**config.mk**
```make
export PLATFORM = sky130hd
export DESIGN_NAME = wb_periph_decode
export DESIGN_NICKNAME = d
export VERILOG_FILES = /design/src/rtl/soc_pkg.sv /design/src/rtl/wb_periph_decode.sv
export SDC_FILE = /design/constraint.sdc
export NUM_CORES = 1
export LEC_CHECK = 0
export ABC_AREA = 0
export BUFFER_PORTS_ARGS = -buffer_cell sky130_fd_sc_hd__buf_2
export CAP_MARGIN = 40
export CELL_PAD_IN_SITES_DETAIL_PLACEMENT = 1
export CELL_PAD_IN_SITES_GLOBAL_PLACEMENT = 1
export CORE_ASPECT_RATIO = 0.6
export CORE_MARGIN = 2
export CORE_UTILIZATION = 16
export DETAILED_ROUTE_END_ITERATION = 6
export PLACE_DENSITY = 0.95
export SYNTH_ARGS = -nofsm -noshare
export SYNTH_HDL_FRONTEND = slang
export SYNTH_SLANG_ARGS = --single-unit
```
**constraint.sdc**
```tcl
create_clock -name i_clk -period 2.3 [get_ports i_clk]
set_input_delay 0.345 -clock i_clk [delete_from_list [all_inputs] [get_ports i_clk]]
set_output_delay 0.345 -clock i_clk [all_outputs]
set_load 0.01 [all_outputs]
```
**src/rtl/soc_pkg.sv**
```systemverilog
//****************************************
// Shared definitions for the peripheral side
// Memory map, register offsets, bus and IRQ structs
// Imported by every RTL module and the testbench
//****************************************

`default_nettype none

package soc_pkg;

   // Bus widths
   localparam int ADDR_W = 16;
   localparam int DATA_W = 32;
   localparam int SEL_W  = DATA_W / 8;
   localparam int GPIO_W = 32;

   // Boot ROM, 4 KiB of 32-bit words
   localparam int ROM_SIZE  = 4096;
   localparam int ROM_WORDS = ROM_SIZE / 4;

   // Targets are picked by address bits 15:12
   localparam logic [3:0] REGION_ROM    = 4'h0;
   localparam logic [3:0] REGION_SYSCON = 4'h1;

   localparam logic [DATA_W-1:0] SYSCON_VERSION = 32'h0001_0300;

   //****************************************
   // System controller byte offsets
   //****************************************
   localparam logic [5:0] REG_VERSION  = 6'h00;
   localparam logic [5:0] REG_STATUS   = 6'h04;
   localparam logic [5:0] REG_GPIO_IN  = 6'h08;
   localparam logic [5:0] REG_GPIO_OUT = 6'h0C;
   localparam logic [5:0] REG_SW_IRQ   = 6'h10;
   localparam logic [5:0] REG_NMI_VEC  = 6'h14;
   localparam logic [5:0] REG_NMI_TRIG = 6'h18;
   localparam logic [5:0] REG_MTIME    = 6'h20;
   localparam logic [5:0] REG_MTIMECMP = 6'h24;

   // Timer stays quiet until software programs a compare value
   localparam logic [DATA_W-1:0] MTIMECMP_RESET = '1;

   //****************************************
   // Bus and interrupt types
   //****************************************
   typedef struct packed {
      logic [ADDR_W-1:0] adr;
      logic [DATA_W-1:0] dat;
      logic [SEL_W-1:0]  sel;
      logic              we;
      logic              cyc;
      logic              stb;
   } wb_req_t;

   typedef struct packed {
      logic [DATA_W-1:0] rdt;
      logic              ack;
      logic              err;
   } wb_rsp_t;

   // Same order as the core's external interrupt sources
   typedef struct packed {
      logic timer;
      logic sw3;
      logic sw4;
   } irq_t;

   // Merge a write word into a register under the byte enables
   function automatic logic [DATA_W-1:0] wr_bytes(input logic [DATA_W-1:0] old_val,
                                                  input logic [DATA_W-1:0] new_val,
                                                  input logic [SEL_W-1:0]  sel);
      logic [DATA_W-1:0] res;
      res = old_val;
      for (int b = 0; b < SEL_W; b++) begin
         if (sel[b]) begin
            res[8*b +: 8] = new_val[8*b +: 8];
         end
      end
      return res;
   endfunction

endpackage

`default_nettype wire

```
**src/rtl/wb_periph_decode.sv**
```systemverilog
//****************************************
// Wishbone address decoder for the peripherals
// Steers each request to the ROM or the syscon
// and errors out unmapped addresses
//****************************************

`timescale 1ns/1ps
`default_nettype none

module wb_periph_decode (
   input  wire                     i_clk,
   input  wire                     i_rst_n,
   input  wire  soc_pkg::wb_req_t  i_wb,
   output soc_pkg::wb_rsp_t        o_wb,
   output soc_pkg::wb_req_t        o_rom_req,
   input  wire  soc_pkg::wb_rsp_t  i_rom_rsp,
   output soc_pkg::wb_req_t        o_sys_req,
   input  wire  soc_pkg::wb_rsp_t  i_sys_rsp
);

   import soc_pkg::*;

   logic [3:0] region;
   logic       rom_sel;
   logic       sys_sel;
   logic       err_q;

   assign region  = i_wb.adr[15:12];
   assign rom_sel = (region == REGION_ROM);
   assign sys_sel = (region == REGION_SYSCON);

   // Only the selected target sees a strobe
   always_comb begin
      o_rom_req     = i_wb;
      o_rom_req.stb = i_wb.stb && rom_sel;
      o_sys_req     = i_wb;
      o_sys_req.stb = i_wb.stb && sys_sel;
   end

   // One-cycle error for holes in the map
   always_ff @(posedge i_clk or negedge i_rst_n) begin
      if (!i_rst_n) begin
         err_q <= 1'b0;
      end else begin
         err_q <= i_wb.cyc && i_wb.stb && !rom_sel && !sys_sel && !err_q;
      end
   end

   // Request is held until the response, so the select is still valid here
   always_comb begin
      if (rom_sel) begin
         o_wb = i_rom_rsp;
      end else if (sys_sel) begin
         o_wb = i_sys_rsp;
      end else begin
         o_wb = '{rdt: '0, ack: 1'b0, err: err_q};
      end
   end

   // No target may ack while the decoder flags an error
   a_ack_err_excl : assert property (@(posedge i_clk) disable iff (!i_rst_n)
      !(err_q && (i_rom_rsp.ack || i_sys_rsp.ack)));

endmodule

`default_nettype wire

```
[Word-level counts from Yosys, hierarchy flattened]
Index checks and enable logic that the tools add are counted.
Storage, ports and cells
  register bits after elaboration: 1
  latch bits: 0
  RAM bits: 0
  bits in read-only memories: 0
  input bits: 125
  output and inout port bits: 144
  logic and storage cells: 14
  memories kept: 0
Cells by class
  add/subtract/negate cells: 0
  $mul: 0
  div/mod/pow operators: 0
  magnitude comparators: 0
  equal/unequal tests: 1
  shift-type cells: 0
  mux-type cells: 2
  bitwise operators: 0
  reduce and logical (&&, ||, !) cells: 10
Operators with widths (count)
  $mux 34: 2
  $logic_and 1x1->1: 6
  $eq 4x1->1 const B: 1
  $logic_not 4->1: 1
  $logic_not 1->1: 3

[Logic depth before layout (Yosys ltp)]
Gate-level depths: netlist (run 1).
  depth in word-level cells: 5
  mapped depth: 4
  depth with buffers taken out: 2

[Least setup slack after synthesis (run 1)]
No wires, ideal clock.
  path kind: input to output
  start point: input i_wb[52] (netlist name)
  end point: output o_rom_req[0] (netlist name)
  data arrival time: 1.190 ns
  data required time: 1.955 ns
  slack: 0.765 ns
  stages on the path: 3
  buffers on the path: 1
  cell sequence: or3_1 -> buf_6 -> nor3b_1
RTL lines
  start, declared: RTL line wb_periph_decode.sv:13  | input wire soc_pkg::wb_req_t i_wb,
  end, declared: RTL line wb_periph_decode.sv:15  | output soc_pkg::wb_req_t o_rom_req,

==> summary.md, run 1 <==
| Metric | Value |
|---|---|
| Status | complete, no violations |
| Setup violators final | 0 |
| Worst-path maximum fanout | 9 |
| First drt pass iteration count | 4 |
| Core area | 8560 um^2 |
| Commonest non-fill, non-tap cell in the layout | buf_2 |
| Mapped cell area | 1420 um^2 |
| Routed vias/inst | 3.58 |
| Cell mode on critical path | buf_2 |
| Share of cells above drive strength 1 | 64.3% |
| Final hold vios | 0 |
| Filler cells | 1080 |
| Per-cell routed wire length | 13.6 um |
| Max FFs per register | 1 |
| Avg Inst Size Synth | 7.43 um^2 |
| Die area | 9660 um^2 |
| Req. time, crit path | 1960 ps |
| Max stage delay on crit path | 390 ps |
| Slew margin rel. | 74.3% |
| Tot GR Track Use | 7.90% |
| DR vias | 1112 |
| DR iter-0 viols | 29 |
| Cells after Synth | 191 |
| CP Capture Type | output pin |
| Placer Congestion | 0.725 |
| Slew Viols, Final | 0 |
| Final min period | 1740 ps |
| Sequential fraction of the synthesis area | 1.76% |
| ANT nets after route | 0 |
| Postcts setup bufs | 0 |
| First-pass GRT wire length | 6.41 mm |
| Worst VDD drop | 0.0426 mV |
| Crit path DAT | 1400 ps |
| Post-cts sizing count | 0 |
| Final Net Count | 326 |
| Regs by FF count | err_q: 1 flops |
| Lkg Pwr | 0.830 nW |
| Worst-Margin Slew | 383 ps |
| Commonest cells after routing, fill and taps aside | buf_2 (121), mux2i_1 (33), nor2_1 (31) |
| Power Density | 160 nW/um^2 |
| WL final | 4.22 mm |
| Yosys warns | 0 |
| Grt total ovfl | 0 |
| Fmax | 574 MHz |
| Pin count of the biggest net entering global routing | 29 |
| Row cnt | 26 |
| # diodes | 0 |
| DRC viols | 0 |
| Vias in the first global route | 1234 |
| Critical path class | in2out |
| Unrepaired setup endpoints after global routing | false |
| Max-cap violations | 0 |
| Synth unique cells | 13 |
| Hold Buf Count CTS | 0 |
| Critical path cell sequence | buf_2, or3_1, buf_4, nor3b_1, buf_2 |
| Antenna violations before repair | 0 |
| WHS | 122 ps |
| Net Count, Synth | 316 |
| Port-buffer cells | 121 |
| Die H | 76.9 um |
| CP startpoint kind | input pin |
| Post-DP HPWL | 3.71 mm |
| CTS clock-pin slew for the worst setup and hold paths | 0 ps |
| Clock Skews | 0 ps |
| Top reg by flops | err_q |
| CP max-delay cell | or3_1 |
| HP Class | in2async |
| Die width | 126 um |
| Period utilisation layout | 75.7% |
| Setup TNS | 0 ps |
| Top Ports | 269 |
| Clock Latency Late Sink | 0 ps |
| Starting density of the core | 16.6% |
| Area delta synth->final | -6.88% |
| Flop and latch count out of synthesis | 1 |
[cells by family (layout without fill, tap and decap cells)]
group,after synthesis,after routing,synth area share (%)
multiplexers,35,35,24.9
flip-flops,1,1,1.76
AND/OR/NAND/NOR,39,39,11.5
buffers and inverters,116,124,61.9
[synth_stat cells]
| cell | number | share of area [%] |
|---|---|---|
| mux2i_1 | 33 | 23 |
| nor3b_1 | 1 | 0.53 |
| and3_1 | 1 | 0.44 |
| nand2_1 | 1 | 0.26 |
| nor3_1 | 2 | 0.71 |
| dfrtp_1 | 1 | 1.8 |
| buf_6 | 4 | 3.2 |
| nor2_1 | 31 | 8.2 |
| or3_1 | 1 | 0.44 |
| nor2_2 | 2 | 0.88 |
| mux2_2 | 2 | 1.6 |
| buf_4 | 109 | 58 |
| buf_2 | 3 | 1.1 |
[layer usage]
layer | vias to the layer above | GRT usage [%] | wire (um)
li1 | 517 | - | -
met1 | 484 | 8.37 | 1530
met2 | 111 | 12.9 | 1960
met3 | 0 | 6.00 | 737
met4 | 0 | 0.333 | 0
met5 | - | 3.21 | 0
[critical path, delay by kind of cell]
family	cells	cell delay (ps)
buf+inv	3	470
simple gates	2	580
[metrics by stage]
step | setup WS (ps) | power, mW | cell area (um^2) | utilization, % | std cells
final | 558 | 0.211 | 1320 | 15.4 | 311
after floorplan | 765 | 0.299 | 1420 | - | 191
after global routing | 465 | 0.232 | 1320 | 15.4 | 311
after global placement | 578 | 0.206 | 1320 | 15.4 | 311
after CTS | 531 | 0.216 | 1320 | 15.4 | 311
after detailed placement | 535 | 0.216 | 1320 | 15.4 | 311
[report_power, final]
group | internal (mW) | switching (mW)
registers | 0.0189 | 0.000558
logic | 0.103 | 0.0889
clock network | 0 | 0
[final cells by class]
| cell class | count | area [um^2] | share of cell area (%) |
|---|---|---|---|
| well taps | 112 | 140 | 10.6 |
| multi-input cells | 74 | 515 | 39.0 |
| repair buffers | 124 | 641 | 48.5 |
| flip-flops and latches | 1 | 25.0 | 1.89 |
[final timing paths]
| kind | start | endpoint | slack (ps) | depth (start not counted) |
|---|---|---|---|---|
| setup / recovery | i_wb[52] | o_rom_req[0] | 560 | 5 |
| hold / removal | i_rst_n | err_q | 120 | 1 |
| setup reg to reg | err_q | err_q | 1670 | 1 |
| hold reg to reg | err_q | err_q | 430 | 1 |
| max in group asynchronous | i_rst_n | err_q | 2090 | 1 |
| min in group i_clk | err_q | err_q | 430 | 1 |
No activity file was read; power rests on OpenSTA's default activity.
==> inputs of run 2 (changes only) <==
ABC_AREA = 1   (was 0)
CORE_UTILIZATION = 14   (was 16)
PLACE_DENSITY = 0.88   (was 0.95)
clock period = 1.75 ns   (was 2.3 ns; I/O delays follow)
==> run 2 against run 1 <==
Compared with the run above: first-iteration DRC count grew 120%; core utilization shrank 1.9 points; global-route usage decreased by 1.0 points; setup slack got worse by 240 ps; via count is 24% higher; hold slack got worse by 84 ps; clock skew stayed put.
==> summary.md, run 2 <==
| Metric | Value |
|---|---|
| Starting density of the core | 14.2% |
| Yosys warns | 0 |
| Pin count of the biggest net entering global routing | 45 |
| Synth unique cells | 12 |
| DRC viols | 0 |
| Sequential fraction of the synthesis area | 1.68% |
| Max-cap violations | 0 |
| Slew Viols, Final | 0 |
| Die H | 83.8 um |
| Largest cells by area after synthesis | buf_4 (55%), nand3_1 (24%), nand2_1 (9.1%), buf_6 (3.0%), nor2_4 (2.3%) |
| Die width | 137 um |
| CP Capture Type | output pin |
| Setup violators final | 0 |
| Dpl cell area | 1420 um^2 |
| Post-DP HPWL | 3.55 mm |
| Port-buffer cells | 121 |
| Async set-reset flop share out of synthesis | 100% |
| Max FFs per register | 1 |
| Die area | 11500 um^2 |
| Hold Buf Count CTS | 0 |
| Antenna violations before repair | 0 |
| DR vias | 1384 |
| Vias in the first global route | 1311 |
| Post-cts sizing count | 0 |
| Net Count, Synth | 364 |
| Top Ports | 269 |
| HP Class | in2async |
| Placer Congestion | 0.659 |
| Per-cell routed wire length | 11.1 um |
| Postcts setup bufs | 0 |
| Mapped cell area | 1490 um^2 |
| Status | complete, no violations |
| Worst-path maximum fanout | 20 |
| Regs by FF count | err_q: 1 flops |
| Crit path DAT | 1170 ps |
| Req. time, crit path | 1490 ps |
| First drt pass iteration count | 4 |
| Filler cells | 1370 |
| # diodes | 0 |
| Final Net Count | 371 |
| Final min period | 1430 ps |
| Post-synth EDFFs | 0 |
| Routed vias/inst | 3.61 |
| Period utilisation layout | 82.0% |
| Clock Skews | 0 ps |
| Grt total ovfl | 0 |
| Cells after Synth | 239 |
| Final hold vios | 0 |
| First-pass GRT wire length | 6.67 mm |
| Commonest cells after routing, fill and taps aside | buf_2 (121), nand3_1 (70), nand2_1 (36) |
| Top cell type by total area after synthesis | buf_4 |
| Critical path class | in2out |
| Avg Inst Size Synth | 6.21 um^2 |
| Commonest non-fill, non-tap cell in the layout | buf_2 |
| Share of cells above drive strength 1 | 53.7% |
| Reg area | 25.0 um^2 |
| Fmax | 697 MHz |
| Setup TNS | 0 ps |
| Clock Latency Late Sink | 0 ps |
| Post-synth top area share | 55.1% |
| Row cnt | 29 |
| Worst-Margin Slew | 252 ps |
| Most frequent cell after synthesis | buf_4 |
| Post-route cell area | 1420 um^2 |
| ANT nets after route | 0 |
| CP startpoint kind | input pin |
| Lkg Pwr | 0.892 nW |
| Power Density | 195 nW/um^2 |
| DR iter-0 viols | 64 |
| Slew margin rel. | 83.2% |
| Most common library cells after synthesis | buf_4 (109), nand3_1 (70), nand2_1 (36) |
| Worst VDD drop | 0.0992 mV |
| Area delta synth->final | -4.47% |
| Unrepaired setup endpoints after global routing | false |
| Top reg by flops | err_q |
| Core area | 10500 um^2 |
| Area of the multi-input gates | 537 um^2 |
| Tot GR Track Use | 6.87% |
| Flop and latch count out of synthesis | 1 |
| CTS clock-pin slew for the worst setup and hold paths | 0 ps |
| WL final | 4.25 mm |
| Most used DFF post-synth | dfrtp_1 |
[run 2: per-stage QoR]
step | hold slack, ps | worst slack, ps | power (mW) | util [%] | std cells
final | 38.2 | 315 | 0.276 | 13.6 | 383
after detailed placement | 40.8 | 313 | 0.280 | 13.6 | 383
after floorplan | -33.1 | 664 | 0.382 | - | 239
after global placement | 38.0 | 338 | 0.277 | 13.6 | 383
after CTS | 39.8 | 309 | 0.281 | 13.6 | 383
after global routing | 41.5 | 215 | 0.306 | 13.6 | 383
[run 2: kinds of logic after synthesis]
kind of cell | Yosys count | share of synthesized area [%]
buffers and inverters | 125 | 62.2
flip-flops | 1 | 1.68
AND/OR/NAND/NOR | 113 | 36.1
[run 2: area by class of cell]
class                      instances  area share, %
inverter                           4           1.06
multi-input combinational        113           37.8
sequential                         1           1.76
tap                              139           12.3
timing repair buffer             126           47.1
[run 2: worst paths after layout]
path                            end      from  cells after the start  slack (ps)
max                        o_wb[24]  i_wb[51]                      7         320
min                           err_q   i_rst_n                      1          40
max reg2reg                   err_q     err_q                      3        1130
min reg2reg                   err_q     err_q                      3         510
max in group asynchronous     err_q   i_rst_n                      1        1630
min in group i_clk            err_q     err_q                      3         510
[run 2: critical path, stage by stage]
cell	delay, ps
buf_2	130
inv_2	50
nor2_4	120
buf_4	250
nand3_1	100
nand2_1	100
buf_2	150
[run 2: power by group]
part / internal, mW / switching (mW)
Sequential: 0.0249 / 0.000435
Clock: 0 / 0
Combinational: 0.117 / 0.134
Total: 0.142 / 0.135
[run 2: per-layer routing]
| metal | wire length (um) | GRT usage (%) |
|---|---|---|
| met5 | 0 | 0 |
| met4 | 5 | 0.0937 |
| met3 | 621 | 3.83 |
| met2 | 1700 | 9.41 |
| met1 | 1920 | 9.81 |
