### src/rtl/soc_pkg.sv
//****************************************
// Shared definitions for the peripheral side
// Memory map, register offsets, bus and IRQ structs
// Imported by every RTL module and the testbench
//****************************************

`default_nettype none

package soc_pkg;

   // Bus widths
   localparam int ADDR_W = 16;
   localparam int DATA_W = 32;
   localparam int SEL_W  = DATA_W / 8;
   localparam int GPIO_W = 32;

   // Boot ROM, 4 KiB of 32-bit words
   localparam int ROM_SIZE  = 4096;
   localparam int ROM_WORDS = ROM_SIZE / 4;

   // Targets are picked by address bits 15:12
   localparam logic [3:0] REGION_ROM    = 4'h0;
   localparam logic [3:0] REGION_SYSCON = 4'h1;

   localparam logic [DATA_W-1:0] SYSCON_VERSION = 32'h0001_0300;

   //****************************************
   // System controller byte offsets
   //****************************************
   localparam logic [5:0] REG_VERSION  = 6'h00;
   localparam logic [5:0] REG_STATUS   = 6'h04;
   localparam logic [5:0] REG_GPIO_IN  = 6'h08;
   localparam logic [5:0] REG_GPIO_OUT = 6'h0C;
   localparam logic [5:0] REG_SW_IRQ   = 6'h10;
   localparam logic [5:0] REG_NMI_VEC  = 6'h14;
   localparam logic [5:0] REG_NMI_TRIG = 6'h18;
   localparam logic [5:0] REG_MTIME    = 6'h20;
   localparam logic [5:0] REG_MTIMECMP = 6'h24;

   // Timer stays quiet until software programs a compare value
   localparam logic [DATA_W-1:0] MTIMECMP_RESET = '1;

   //****************************************
   // Bus and interrupt types
   //****************************************
   typedef struct packed {
      logic [ADDR_W-1:0] adr;
      logic [DATA_W-1:0] dat;
      logic [SEL_W-1:0]  sel;
      logic              we;
      logic              cyc;
      logic              stb;
   } wb_req_t;

   typedef struct packed {
      logic [DATA_W-1:0] rdt;
      logic              ack;
      logic              err;
   } wb_rsp_t;

   // Same order as the core's external interrupt sources
   typedef struct packed {
      logic timer;
      logic sw3;
      logic sw4;
   } irq_t;

   // Merge a write word into a register under the byte enables
   function automatic logic [DATA_W-1:0] wr_bytes(input logic [DATA_W-1:0] old_val,
                                                  input logic [DATA_W-1:0] new_val,
                                                  input logic [SEL_W-1:0]  sel);
      logic [DATA_W-1:0] res;
      res = old_val;
      for (int b = 0; b < SEL_W; b++) begin
         if (sel[b]) begin
            res[8*b +: 8] = new_val[8*b +: 8];
         end
      end
      return res;
   endfunction

endpackage

`default_nettype wire

### src/rtl/syscon_regs.sv
//****************************************
// System controller register file
// Version, RAM init status, GPIO, soft IRQs,
// NMI vector and trigger, machine timer
//****************************************

`timescale 1ns/1ps
`default_nettype none

module syscon_regs (
   input  wire                          i_clk,
   input  wire                          i_rst_n,
   input  wire  soc_pkg::wb_req_t       i_wb,
   output soc_pkg::wb_rsp_t             o_wb,
   input  wire  [soc_pkg::GPIO_W-1:0]   i_gpio,
   output logic [soc_pkg::GPIO_W-1:0]   o_gpio,
   input  wire                          i_ram_init_done,
   input  wire                          i_ram_init_error,
   output soc_pkg::irq_t                o_irq,
   output logic                         o_nmi_int,
   output logic [soc_pkg::DATA_W-1:0]   o_nmi_vec
);

   import soc_pkg::*;

   logic              acc;
   logic              wr;
   logic [3:0]        reg_idx;
   logic              ack_q;
   logic [DATA_W-1:0] rdt_q;
   logic [DATA_W-1:0] rdata;
   logic [1:0]        sw_irq;
   logic              cmp_we;
   logic [DATA_W-1:0] mtime;
   logic [DATA_W-1:0] mtimecmp;
   logic              timer_irq;

   // New access only when no ack is pending
   assign acc     = i_wb.cyc && i_wb.stb && !ack_q;
   assign wr      = acc && i_wb.we;
   assign reg_idx = i_wb.adr[5:2];
   assign cmp_we  = wr && (reg_idx == REG_MTIMECMP[5:2]);

   //****************************************
   // Writable registers
   //****************************************
   always_ff @(posedge i_clk or negedge i_rst_n) begin
      if (!i_rst_n) begin
         o_gpio    <= '0;
         sw_irq    <= 2'b00;
         o_nmi_vec <= '0;
      end else if (wr) begin
         case (reg_idx)
            REG_GPIO_OUT[5:2]: o_gpio    <= wr_bytes(o_gpio, i_wb.dat, i_wb.sel);
            REG_NMI_VEC[5:2]:  o_nmi_vec <= wr_bytes(o_nmi_vec, i_wb.dat, i_wb.sel);
            REG_SW_IRQ[5:2]: begin
               // Bit 0 drives sw3, bit 1 drives sw4
               if (i_wb.sel[0]) begin
                  sw_irq <= i_wb.dat[1:0];
               end
            end
            default: ;
         endcase
      end
   end

   // NMI fires the cycle after the trigger write is acked
   always_ff @(posedge i_clk or negedge i_rst_n) begin
      if (!i_rst_n) begin
         o_nmi_int <= 1'b0;
      end else begin
         o_nmi_int <= ack_q && i_wb.cyc && i_wb.stb && i_wb.we &&
                      (reg_idx == REG_NMI_TRIG[5:2]);
      end
   end

   //****************************************
   // Read path
   //****************************************
   always_comb begin
      case (reg_idx)
         REG_VERSION[5:2]:  rdata = SYSCON_VERSION;
         REG_STATUS[5:2]:   rdata = {{(DATA_W-2){1'b0}}, i_ram_init_error, i_ram_init_done};
         REG_GPIO_IN[5:2]:  rdata = i_gpio;
         REG_GPIO_OUT[5:2]: rdata = o_gpio;
         REG_SW_IRQ[5:2]:   rdata = {{(DATA_W-2){1'b0}}, sw_irq};
         REG_NMI_VEC[5:2]:  rdata = o_nmi_vec;
         REG_MTIME[5:2]:    rdata = mtime;
         REG_MTIMECMP[5:2]: rdata = mtimecmp;
         default:           rdata = '0;
      endcase
   end

   always_ff @(posedge i_clk or negedge i_rst_n) begin
      if (!i_rst_n) begin
         ack_q <= 1'b0;
      end else begin
         ack_q <= acc;
      end
   end

   always_ff @(posedge i_clk) begin
      if (acc) begin
         rdt_q <= rdata;
      end
   end

   assign o_wb  = '{rdt: rdt_q, ack: ack_q, err: 1'b0};
   assign o_irq = '{timer: timer_irq, sw3: sw_irq[0], sw4: sw_irq[1]};

   syscon_timer timer0 (
      .i_clk       (i_clk),
      .i_rst_n     (i_rst_n),
      .i_cmp_we    (cmp_we),
      .i_cmp_sel   (i_wb.sel),
      .i_cmp_wdata (i_wb.dat),
      .o_mtime     (mtime),
      .o_mtimecmp  (mtimecmp),
      .o_timer_irq (timer_irq)
   );

   // Trigger decode in the ack cycle needs the request held unchanged
   a_req_held : assert property (@(posedge i_clk) disable iff (!i_rst_n)
      ack_q |-> i_wb.cyc && i_wb.stb && $stable(i_wb.adr) && $stable(i_wb.we));

endmodule

`default_nettype wire

### src/rtl/syscon_timer.sv
//****************************************
// Machine timer for the system controller
// Free-running count, compare register, IRQ level
//****************************************

`timescale 1ns/1ps
`default_nettype none

module syscon_timer (
   input  wire                         i_clk,
   input  wire                         i_rst_n,
   input  wire                         i_cmp_we,
   input  wire  [soc_pkg::SEL_W-1:0]   i_cmp_sel,
   input  wire  [soc_pkg::DATA_W-1:0]  i_cmp_wdata,
   output logic [soc_pkg::DATA_W-1:0]  o_mtime,
   output logic [soc_pkg::DATA_W-1:0]  o_mtimecmp,
   output logic                        o_timer_irq
);

   import soc_pkg::*;

   // Counts every cycle and wraps
   always_ff @(posedge i_clk or negedge i_rst_n) begin
      if (!i_rst_n) begin
         o_mtime <= '0;
      end else begin
         o_mtime <= o_mtime + 1'b1;
      end
   end

   always_ff @(posedge i_clk or negedge i_rst_n) begin
      if (!i_rst_n) begin
         o_mtimecmp <= MTIMECMP_RESET;
      end else if (i_cmp_we) begin
         o_mtimecmp <= wr_bytes(o_mtimecmp, i_cmp_wdata, i_cmp_sel);
      end
   end

   // Level stays up until software moves the compare past the count
   assign o_timer_irq = (o_mtime >= o_mtimecmp);

endmodule

`default_nettype wire

### config.mk
export PLATFORM = sky130hd
export DESIGN_NAME = syscon_regs
export DESIGN_NICKNAME = d
export VERILOG_FILES = /design/src/rtl/soc_pkg.sv /design/src/rtl/syscon_regs.sv /design/src/rtl/syscon_timer.sv
export SDC_FILE = /design/constraint.sdc
export NUM_CORES = 1
export LEC_CHECK = 0
export BUFFER_PORTS_ARGS = -buffer_cell sky130_fd_sc_hd__buf_2
export CAP_MARGIN = 40
export CORE_MARGIN = 10
export CORE_UTILIZATION = 50
export CTS_CLUSTER_DIAMETER = 30
export DETAILED_ROUTE_END_ITERATION = 16
export PLACE_DENSITY = 0.75
export REMOVE_ABC_BUFFERS = 1
export SKIP_LAST_GASP = 1
export SLEW_MARGIN = 40
export SYNTH_ARGS = -nofsm -noshare
export SYNTH_HDL_FRONTEND = slang
export SYNTH_SLANG_ARGS = --single-unit
### constraint.sdc
create_clock -name i_clk -period 6.1 [get_ports i_clk]
set_input_delay 1.22 -clock i_clk [delete_from_list [all_inputs] [get_ports i_clk]]
set_output_delay 1.22 -clock i_clk [all_outputs]
set_load 0.02 [all_outputs]
After elaboration in Yosys (flattened, before gate mapping) --
Cells that the tools add are included.
Word-level totals: logic and storage cells 51, bits of input ports 91, output and inout port bits 102, flip-flop bits (word level) 164
Operators by class: reductions and logical operators 23, add/sub/neg operators 1, order comparisons 1, eq/ne operators 8, mux-type cells 1
Operators by type and width (number):
- $pmux 32 s8 | 1
- $add 32x1->32 const B | 1
- $ge 32x32->1 | 1
- $reduce_and 3->1 | 9
- $eq 4x3->1 const B | 3
- $eq 4x2->1 const B | 2
- $eq 4x4->1 const B | 2
- $logic_and 1x1->1 | 8
- $reduce_and 2->1 | 4
- $eq 4x1->1 const B | 1
- $logic_not 4->1 | 1
- $logic_not 1->1 | 1

Longest topological paths before layout --
Gate-level depths: netlist of the first run.
depth in word-level cells 5, gate-level depth with buffers 8, mapped depth without buffers 7

Cells and area by module --
Synthesis of the first run repeated with hierarchy kept, for this count alone.
Unflattened totals: cells, all modules 697, area total of the unflattened synthesis 8709.6 um2
By module, submodules not included:
- syscon_regs | cells an instance 403, area an instance 5280.1 um2, instances 1
- syscon_timer | cells an instance 294, area an instance 3429.5 um2, instances 1

Worst setup path before layout of the first run --
OpenSTA, ideal clock, no wires.
path type register to output, start point reg timer0.o_mtimecmp[19] (netlist name), end point out o_irq[2] (netlist name), setup slack 2895 ps, cell stages (with the launch flop) 9, arrival 1985 ps, path buffers 1, data required time 4880 ps, path through dfstp_2 > inv_1 > ha_1 > a21oi_1 > o21ai_0 > a221o_1 > a2111oi_0 > o21ai_0 > buf_4
Between the ends: cells in the longest elaborated chain, start to end 1
RTL lines:
- start, declared | line syscon_timer.sv:16 | output logic [soc_pkg::DATA_W-1:0] o_mtimecmp,
- start signal, assigned | line syscon_timer.sv:35 | o_mtimecmp <= wr_bytes(o_mtimecmp, i_cmp_wdata, i_cmp_sel);
- $ge 32x32->1 | line syscon_timer.sv:40 | assign o_timer_irq = (o_mtime >= o_mtimecmp);
- end, declared | line syscon_regs.sv:19 | output soc_pkg::irq_t o_irq,
No other way between the ends.

==> results of run 1 <==
-- worst paths after layout --
| kind | slack, ns | startpoint | to |
|---|---|---|---|
| setup / recovery | 2.12 | timer0.o_mtimecmp[5] | o_irq[2] |
| hold / removal | 0.51 | o_gpio[18] | o_gpio[18] |
| setup reg to reg | 4.15 | ack_q | o_nmi_vec[28] |
| hold reg to reg | 0.51 | o_gpio[18] | o_gpio[18] |
| max in group asynchronous | 4.37 | i_rst_n | o_gpio[1] |
| min in group asynchronous | 0.77 | i_rst_n | o_gpio[25] |
-- metal layers --
layer / routed length, um / share of wire / global-route usage / vias to the layer above
li1: - / - / - / 2727
met3: 1537 / 0.072 / 0.05995 / 35
met5: 7 / 0.00033 / 0 / -
met2: 10470 / 0.49 / 0.3248 / 201
met1: 8864 / 0.42 / 0.2394 / 2947
met4: 417 / 0.020 / 0.06957 / 2
-- power breakdown --
group	total, W	switching (W)	leakage [nW]	internal (W)
Clock	0.00102	0.000417	0.264	0.000608
Sequential	0.00122	0.0000379	2.00	0.00119
Combinational	0.000288	0.000174	2.52	0.000114
Total	0.00254	0.000629	4.79	0.00191
-- metrics by stage --
step	area (um^2)	hold WS, ns	setup slack [ns]	util
after floorplan	7874	0.4728	2.475	-
after global placement	9129	0.4989	2.483	0.5789
after detailed placement	9203	0.5030	2.503	0.5835
after CTS	9761	0.5161	2.048	0.6189
after global routing	9767	0.5386	1.955	0.6193
final	9772	0.5142	2.125	0.6196
-- cell usage after synthesis, drive strengths merged, types with 3 or more instances --
cell,n,area (um^2)
dfstp,32,840.8
a21o,4,30.03
a21oi,8,40.04
nand2,53,289.0
nor4,4,70.07
xnor2,24,210.2
nand4,13,87.58
inv,34,127.6
clkbuf,16,60.06
and4,4,35.03
xor2,6,52.55
buf,6,46.29
nand3,50,250.2
ha,33,412.9
a221oi,4,35.03
dfrtp,100,2502
a22oi,58,435.4
o21ai,4,20.02
a222oi,3,30.03
nor3,5,25.02
edfxtp,32,960.9
nand2b,4,47.55
and3,7,43.79
mux2,100,1156
nor2,15,56.30
-- cell families (layout without fill, tap and decap cells) --
family          after synthesis  count (layout)  share of synthesized area
mux                         100             100                     0.1449
buf+inv                      56             257                    0.02932
compound gates               90              90                    0.08357
flops                       164             164                     0.5394
other cells                   1               4                  0.0004699
fa+ha+maj                    33              33                    0.05174
xor+xnor                     30              30                    0.03293
simple gates                159             159                     0.1177
-- layout make-up --
cell class | count | area (um^2)
antenna | 3 | 7.507
clock buffer | 28 | 508.0
clock inverter | 4 | 50.05
fill | 1325 | 5998
inverter | 34 | 127.6
multi-input combinational | 413 | 3485
sequential | 164 | 4304
tap | 216 | 270.3
timing repair buffer | 191 | 1020
-- state kept, by name, indices dropped and copies added (netlist names) --
name and count:
timer0.o_mtimecmp 32, o_gpio 32, ack_q 1, o_nmi_vec 32, o_nmi_int 1, sw_irq 2, timer0.o_mtime 32, rdt_q 32
-- worst max-delay path: stages (launching register included) --
cell	delay, ns
sky130_fd_sc_hd__dfstp_2	0.54
sky130_fd_sc_hd__inv_1	0.05
sky130_fd_sc_hd__ha_1	0.28
sky130_fd_sc_hd__a21o_1	0.18
sky130_fd_sc_hd__a221oi_1	0.27
sky130_fd_sc_hd__o21ai_0	0.18
sky130_fd_sc_hd__a311oi_1	0.45
sky130_fd_sc_hd__o21ai_0	0.19
sky130_fd_sc_hd__buf_2	0.20
==> results.md, run 1 <==
Clock network:
- After clock tree synthesis, the flow added hold-fix buffers numbering 0.
- The maximum root-to-sink buffer count is 2.
- The number of H-tree branching levels is 4.
- The total setup buffers inserted after CTS is 0.
- At the later pin of the worst-skew pair, clock insertion delay measures 0.43 ns.
- TritonCTS built the clock tree.
- The clock drives 164 sinks.
- In this run, CTS created clock tree buffers numbering 17.
- CTS placed an instance of sky130_fd_sc_hd__clkbuf_16 at the clock tree root.
- After clock tree synthesis, the clock-pin slew on the worst setup and hold paths is 0.06 ns.
- The number of gates resized after CTS was 0.

Placed design:
- The placed instance count is 1018.
- The half-perimeter wire length after placement is 15610 um.
- The placer's final routability congestion estimate is 0.8136.
- Port buffering added 179 buffers.

Global route:
- The maximum number of pins on one net before global-route repair is 64.
- The overall routing resource usage is 0.1970.
- After global routing the overflow that remains totals 0.
- The number of global-route vias before repair came to 6104.
- The number of antenna violations at the first check in global routing is 3.
- The first global-routing pass estimated 33410 um of wire.

Synthesis:
- The most used flip-flop cell after synthesis is sky130_fd_sc_hd__dfrtp_1.
- The share of synthesized area occupied by flip-flops and latches is 0.5394.
- The Yosys warning count is 0.
- The number of different library cells in the post-synthesis netlist is 45.
- The share of async-settable or async-resettable flops after synthesis is 0.8049.
- The synthesized design contains 164 register bits.
- The synthesized netlist cell count is 633.
- The number of enable-type register cells in the synthesized netlist is 32.
- The post-synthesis instance area is 0.007980 mm^2.
- A synthesized cell averages 12.61 um^2.

Final layout:
- Of the cells placed in the final design, the portion with a size suffix greater than 1 is 0.4341.
- The post-layout instance count excluding filler cells is 1053.
- In the layout the commonest cells are sky130_fd_sc_hd__buf_2 (178), sky130_fd_sc_hd__dfrtp_1 (100), sky130_fd_sc_hd__mux2_2 (82), sky130_fd_sc_hd__a22oi_1 (58), sky130_fd_sc_hd__nand3_1 (50).
- Compared with the post-synthesis result, the final layout area differs by 22.45%.
- After the last flow step, the layout net total stands at 945.
- The most common cell after layout, fill and taps aside is sky130_fd_sc_hd__buf_2.

Floorplanning:
- For this configuration, the core starts out at a cell density of 0.5060.
- From left edge to right edge, the die measures 146.3 um.
- The die is 146.3 um tall.
- In this run the count of I/O pins placed on the die edge is 193.
- The die covers 0.02141 mm^2.
- The area inside the core boundary is 0.01577 mm^2.
- The initialized floorplan defines 46 standard-cell rows.

Pwr:
- The post-route total power is 0.002537 W.
- Dividing total power by cell area gives a power density of 259.6 mW/mm^2.
- The maximum resistive drop on vdd is 0.1850 mV.
- The reported leakage power is 4.790 nW.

Timing:
- The remaining max-slew budget at the tightest pin is 0.4808.
- The final critical-path share of the clock period is 0.6517.
- Setup repair after global routing left no endpoint under its margin.
- The number of failing hold endpoints at the final stage is 0.
- The setup TNS after final layout is 0 ns.
- The count of endpoints failing setup in the final report is 0.
- The worst clock skew is 0.007934 ns.
- The highest clock frequency the design can meet is 251.6 MHz.
- The worst path in the final design needs a cycle of 3.975 ns, including I/O delays and setup.
- The max-slew violation total from the final report is 0.
- The slew at the pin with the worst max-slew slack is 0.7730 ns.

Drt:
- For this run, the detailed router's first-pass iteration total came to 5.
- The average wire per standard cell is 20.23 um.
- The DRC violation total after the first TritonRoute iteration is 366.
- Wires add up to 21300 um.
- The number of routed nets with antenna violations is 0.
- The total number of vias is 5912.
- Using the TritonRoute via totals, the vias-per-cell ratio works out to 5.614.
- The number of remaining DRC errors is 0.

Setup path:
- The maximum fanout encountered on the critical timing path is 3.
- The depth of the worst register-to-register path is 3.
- The required time at the endpoint of the critical path is 4.88 ns.
- The type of the worst setup path is register to output pin.
- The launching element type of the critical path is a register.
- The worst setup path is captured at an output pin.
- At the worst endpoint, the arrival time is 2.76 ns.

Min path:
- The depth of the worst hold-timing path is 1.
- The min-delay analysis places its worst path in the category register to register.

Outcome:
- The run finished with clean final reports.

Job:
- Max-cap violations in this run came to 0.
No activity file was read; power rests on OpenSTA's default activity.
==> inputs of run 2 (changes only) <==
- CORE_UTILIZATION: 50 -> 49
- PLACE_DENSITY: 0.75 -> 0.77
- clock period: 6.1 -> 3.3 ns (I/O delays scaled with it)
==> run 2 against run 1 <==
  * Register-to-register slack worse by 2.9 ns
  * Sequential cell count stayed put
  * Core utilization is 0.11 points higher
  * Largest cell class unchanged
  * Critical path depth stayed put
  * Global-route usage hardly changed
  * Highest routed layer unchanged
  * Critical path type unchanged
  * Largest power group unchanged
  * Hold slack worse by 0.27 ns
  * Via count is 1.2% lower
  * Sequential power is 85% higher
  * Combinational power is 87% higher
  * Clock-buffer cell count is 4 lower
==> results.md, run 2 (synthesis results as in run 1) <==
Drt:
- The sum of routed wire length over all layers was 21240 um (was 21300 um).
- The total number of vias is 5843 (was 5912).
- The total iterations of the first detailed-routing run is 5 (unchanged).
- The number of remaining DRC errors is 0 (unchanged).
- The number of routed nets with antenna violations is 0 (unchanged).
- The average wire per standard cell came to 20.13 um (was 20.23 um).
- The DRC violation total after the first TritonRoute iteration is 291 (was 366).
- The number of vias per cell after detailed routing came to 5.538 (was 5.614).

Setup path:
- The cell family contributing the most delay on the critical path is compound AO/OA/AOI/OAI gates (unchanged).
- The maximum fanout encountered on the critical timing path is 3 (unchanged).
- The launching element type of the critical path is a register (unchanged).
- The arrival time of the worst setup path is 2.56 ns (was 2.76 ns).
- The required time at the endpoint of the critical path is 2.64 ns (was 4.88 ns).
- The count of buffering cells on the critical path with inverters included came to 2 (unchanged).
- Cells along the critical path: inv_1 > ha_1 > a21oi_1 > nand2_1 > a221o_1 > a2111oi_4 > o21ai_1 > buf_4 (was inv_1 > ha_1 > a21o_1 > a221oi_1 > o21ai_0 > a311oi_1 > o21ai_0 > buf_2).
- The peak per-stage delay on the critical path is 0.54 ns (about the same).
- The register-to-register setup slack is 1.26 ns (was 4.15 ns).
- The standard cell with the maximum stage delay on the critical path is sky130_fd_sc_hd__dfstp_2 (unchanged).
- The type of destination of the critical path was an output pin (unchanged).
- The type of the worst setup path was register to output pin (unchanged).

Final layout:
- The share of post-route cells with drive strength above 1 was 0.4470 (was 0.4341).
- The final net count is 950 (was 945).
- The most common cell after layout, fill and taps aside is sky130_fd_sc_hd__buf_2 (unchanged).
- The total of fill cells in the finished design is 1236 (was 1325).
- The area of the multi-input gates is 0.003508 mm^2 (was 0.003485 mm^2).
- Highest-count cells in the layout ignoring fill and taps: sky130_fd_sc_hd__buf_2 (177), sky130_fd_sc_hd__dfrtp_1 (100), sky130_fd_sc_hd__mux2_2 (82), sky130_fd_sc_hd__a22oi_1 (58), sky130_fd_sc_hd__nand3_1 (50) (was sky130_fd_sc_hd__buf_2 (178), sky130_fd_sc_hd__dfrtp_1 (100), sky130_fd_sc_hd__mux2_2 (82), sky130_fd_sc_hd__a22oi_1 (58), sky130_fd_sc_hd__nand3_1 (50)).
- The antenna diode count is 0 (was 3).
- The area growth from synthesis to final layout is 24.02% (was 22.45%).
- The footprint of the flip-flops and latches was 0.004304 mm^2 (unchanged).
- The post-layout instance count excluding filler cells is 1055 (was 1053).

Timing:
- The setup TNS after final layout is 0 ns (unchanged).
- The count of endpoints failing setup in the final report is 0 (unchanged).
- The max-slew violation total from the final report is 0 (unchanged).
- Dividing the final minimum period by the clock period gives 0.9751.
- The number of failing hold endpoints at the final stage is 0 (unchanged).
- The worst clock skew came to 0.006758 ns (was 0.007934 ns).
- The slew at the pin with the worst max-slew slack is 0.7058 ns (was 0.7730 ns).
- The remaining max-slew budget at the tightest pin was 0.5259 (was 0.4808).
- Static timing analysis puts the maximum clock frequency at 310.8 MHz.
- The time the worst path needs with I/O delays and setup is 3.218 ns.

Floorplanning:
- The width of the die was 147.6 um (was 146.3 um).
- The area inside the core boundary was 0.01594 mm^2 (was 0.01577 mm^2).
- The starting utilization of the core area is 0.5005 (was 0.5060).
- The total number of placement rows is 46 (unchanged).
- The number of top-level pins is 193 (unchanged).
- The floorplan die height came to 147.6 um (was 146.3 um).
- The floorplan die area is 0.02179 mm^2 (was 0.02141 mm^2).

Placed design:
- The half-perimeter wire length after placement is 14940 um (was 15610 um).
- The placer's final routability congestion estimate was 0.8198 (was 0.8136).
- The port buffer count came to 179 (unchanged).
- The placed instance count is 1023 (was 1018).

Global route:
- The number of antenna violations at the first check in global routing was 1 (was 3).
- The overall routing resource usage is 0.1966 (was 0.1970).
- The number of global-route vias before repair is 6212 (was 6104).
- The maximum number of pins on one net before global-route repair came to 81 (was 64).
- The global-route wire length before repair was 34090 um (was 33410 um).
- The total global routing overflow is 0 (unchanged).

Clock network:
- The total setup buffers inserted after CTS came to 0 (unchanged).
- The number of sinks driven by the clock tree is 164 (unchanged).
- The number of H-tree branching levels came to 4 (unchanged).
- The clock-pin slew on the worst setup and hold paths is 0.06 ns (about the same).
- The number of buffers created by CTS was 17 (unchanged).
- The root cell of the clock tree is sky130_fd_sc_hd__clkbuf_16 (unchanged).
- The maximum root-to-sink buffer count came to 2 (unchanged).
- The number of hold buffers added after cts is 0 (unchanged).
- The clock tree from TritonCTS is built (unchanged).
- The clock latency on the worst-skew pair is 0.42 ns (was 0.43 ns).

Pwr:
- The power density over the cells is 499.8 mW/mm^2 (was 259.6 mW/mm^2).
- The post-route total power is 0.004946 W (was 0.002537 W).
- The maximum resistive drop on vdd is 0.3164 mV (was 0.1850 mV).
- The reported leakage power is 4.859 nW (was 4.790 nW).

Outcome:
- Run status: complete, no violations (unchanged).

Min path:
- The type of the most critical hold path was primary input to asynchronous set/reset pin (was register to register).

Job:
- The number of maximum-capacitance constraint violations is 0 (unchanged).
run 2: cell count changes in the layout (fill, tap and decap cells not counted), sizes merged:
| cell | previous run | this run |
|---|---|---|
| buf | 191 | 195 |
| bufinv | 1 | 4 |
| clkbuf | 28 | 25 |
| clkinvlp | 2 | 3 |
| diode | 3 | 0 |
run 2: stage by stage:
step	hold WS [ns]	setup slack, ns	area, um^2	util
finish	0.2461	0.08218	9897	0.6208
global route	0.3005	-0.005274	9897	0.6208
CTS	0.3068	0.003644	9869	0.6191
detailed placement	0.5008	0.2759	9218	0.5782
global placement	0.4984	0.2866	9213	0.5779
floorplan	0.3644	0.2354	7874	-
run 2: area by class of cell:
type,count,share of cell area
Inverter,34,0.01290
Sequential cell,164,0.4349
Tap cell,216,0.02731
Timing Repair Buffer,196,0.1058
Clock buffer,24,0.04968
Multi-Input combinational cell,413,0.3545
Clock inverter,8,0.01492
run 2: worst paths after layout:
check	depth (start not counted)	end	from
max	8	o_irq[2]	timer0.o_mtimecmp[22]
min	1	o_gpio[21]	i_rst_n
max reg2reg	6	timer0.o_mtime[31]	timer0.o_mtime[6]
min reg2reg	1	o_gpio[24]	o_gpio[24]
max in group asynchronous	2	timer0.o_mtimecmp[9]	i_rst_n
min in group i_clk	2	o_gpio[20]	i_wb[27]
run 2: per-layer routing:
metal | share of wire | up-vias | GRT usage
li1 | - | 2727 | -
met1 | 0.45 | 2893 | 0.2588
met2 | 0.47 | 201 | 0.3041
met3 | 0.075 | 20 | 0.06380
met4 | 0.0082 | 2 | 0.05600
met5 | 0.00061 | - | 0
run 2: what timing repair did:
item / 4_1_cts / 5_1_grt
pin swaps: 1 / 5
setup endpoints to repair: 1 / 1
resized for setup: 3 / 5
run 2: worst register-to-register path, delay by kind of cell (launching register included):
kind / cells / cell delay (ns)
simple gates: 4 / 1.25
xor+xnor: 1 / 0.15
flops: 1 / 0.36
buf+inv: 1 / 0.15
run 2: where the power goes:
group	total (W)	switching, W	internal [W]
combinational	0.000539	0.000326	0.000213
clock	0.00214	0.000797	0.00135
sequential	0.00226	0.0000714	0.00219
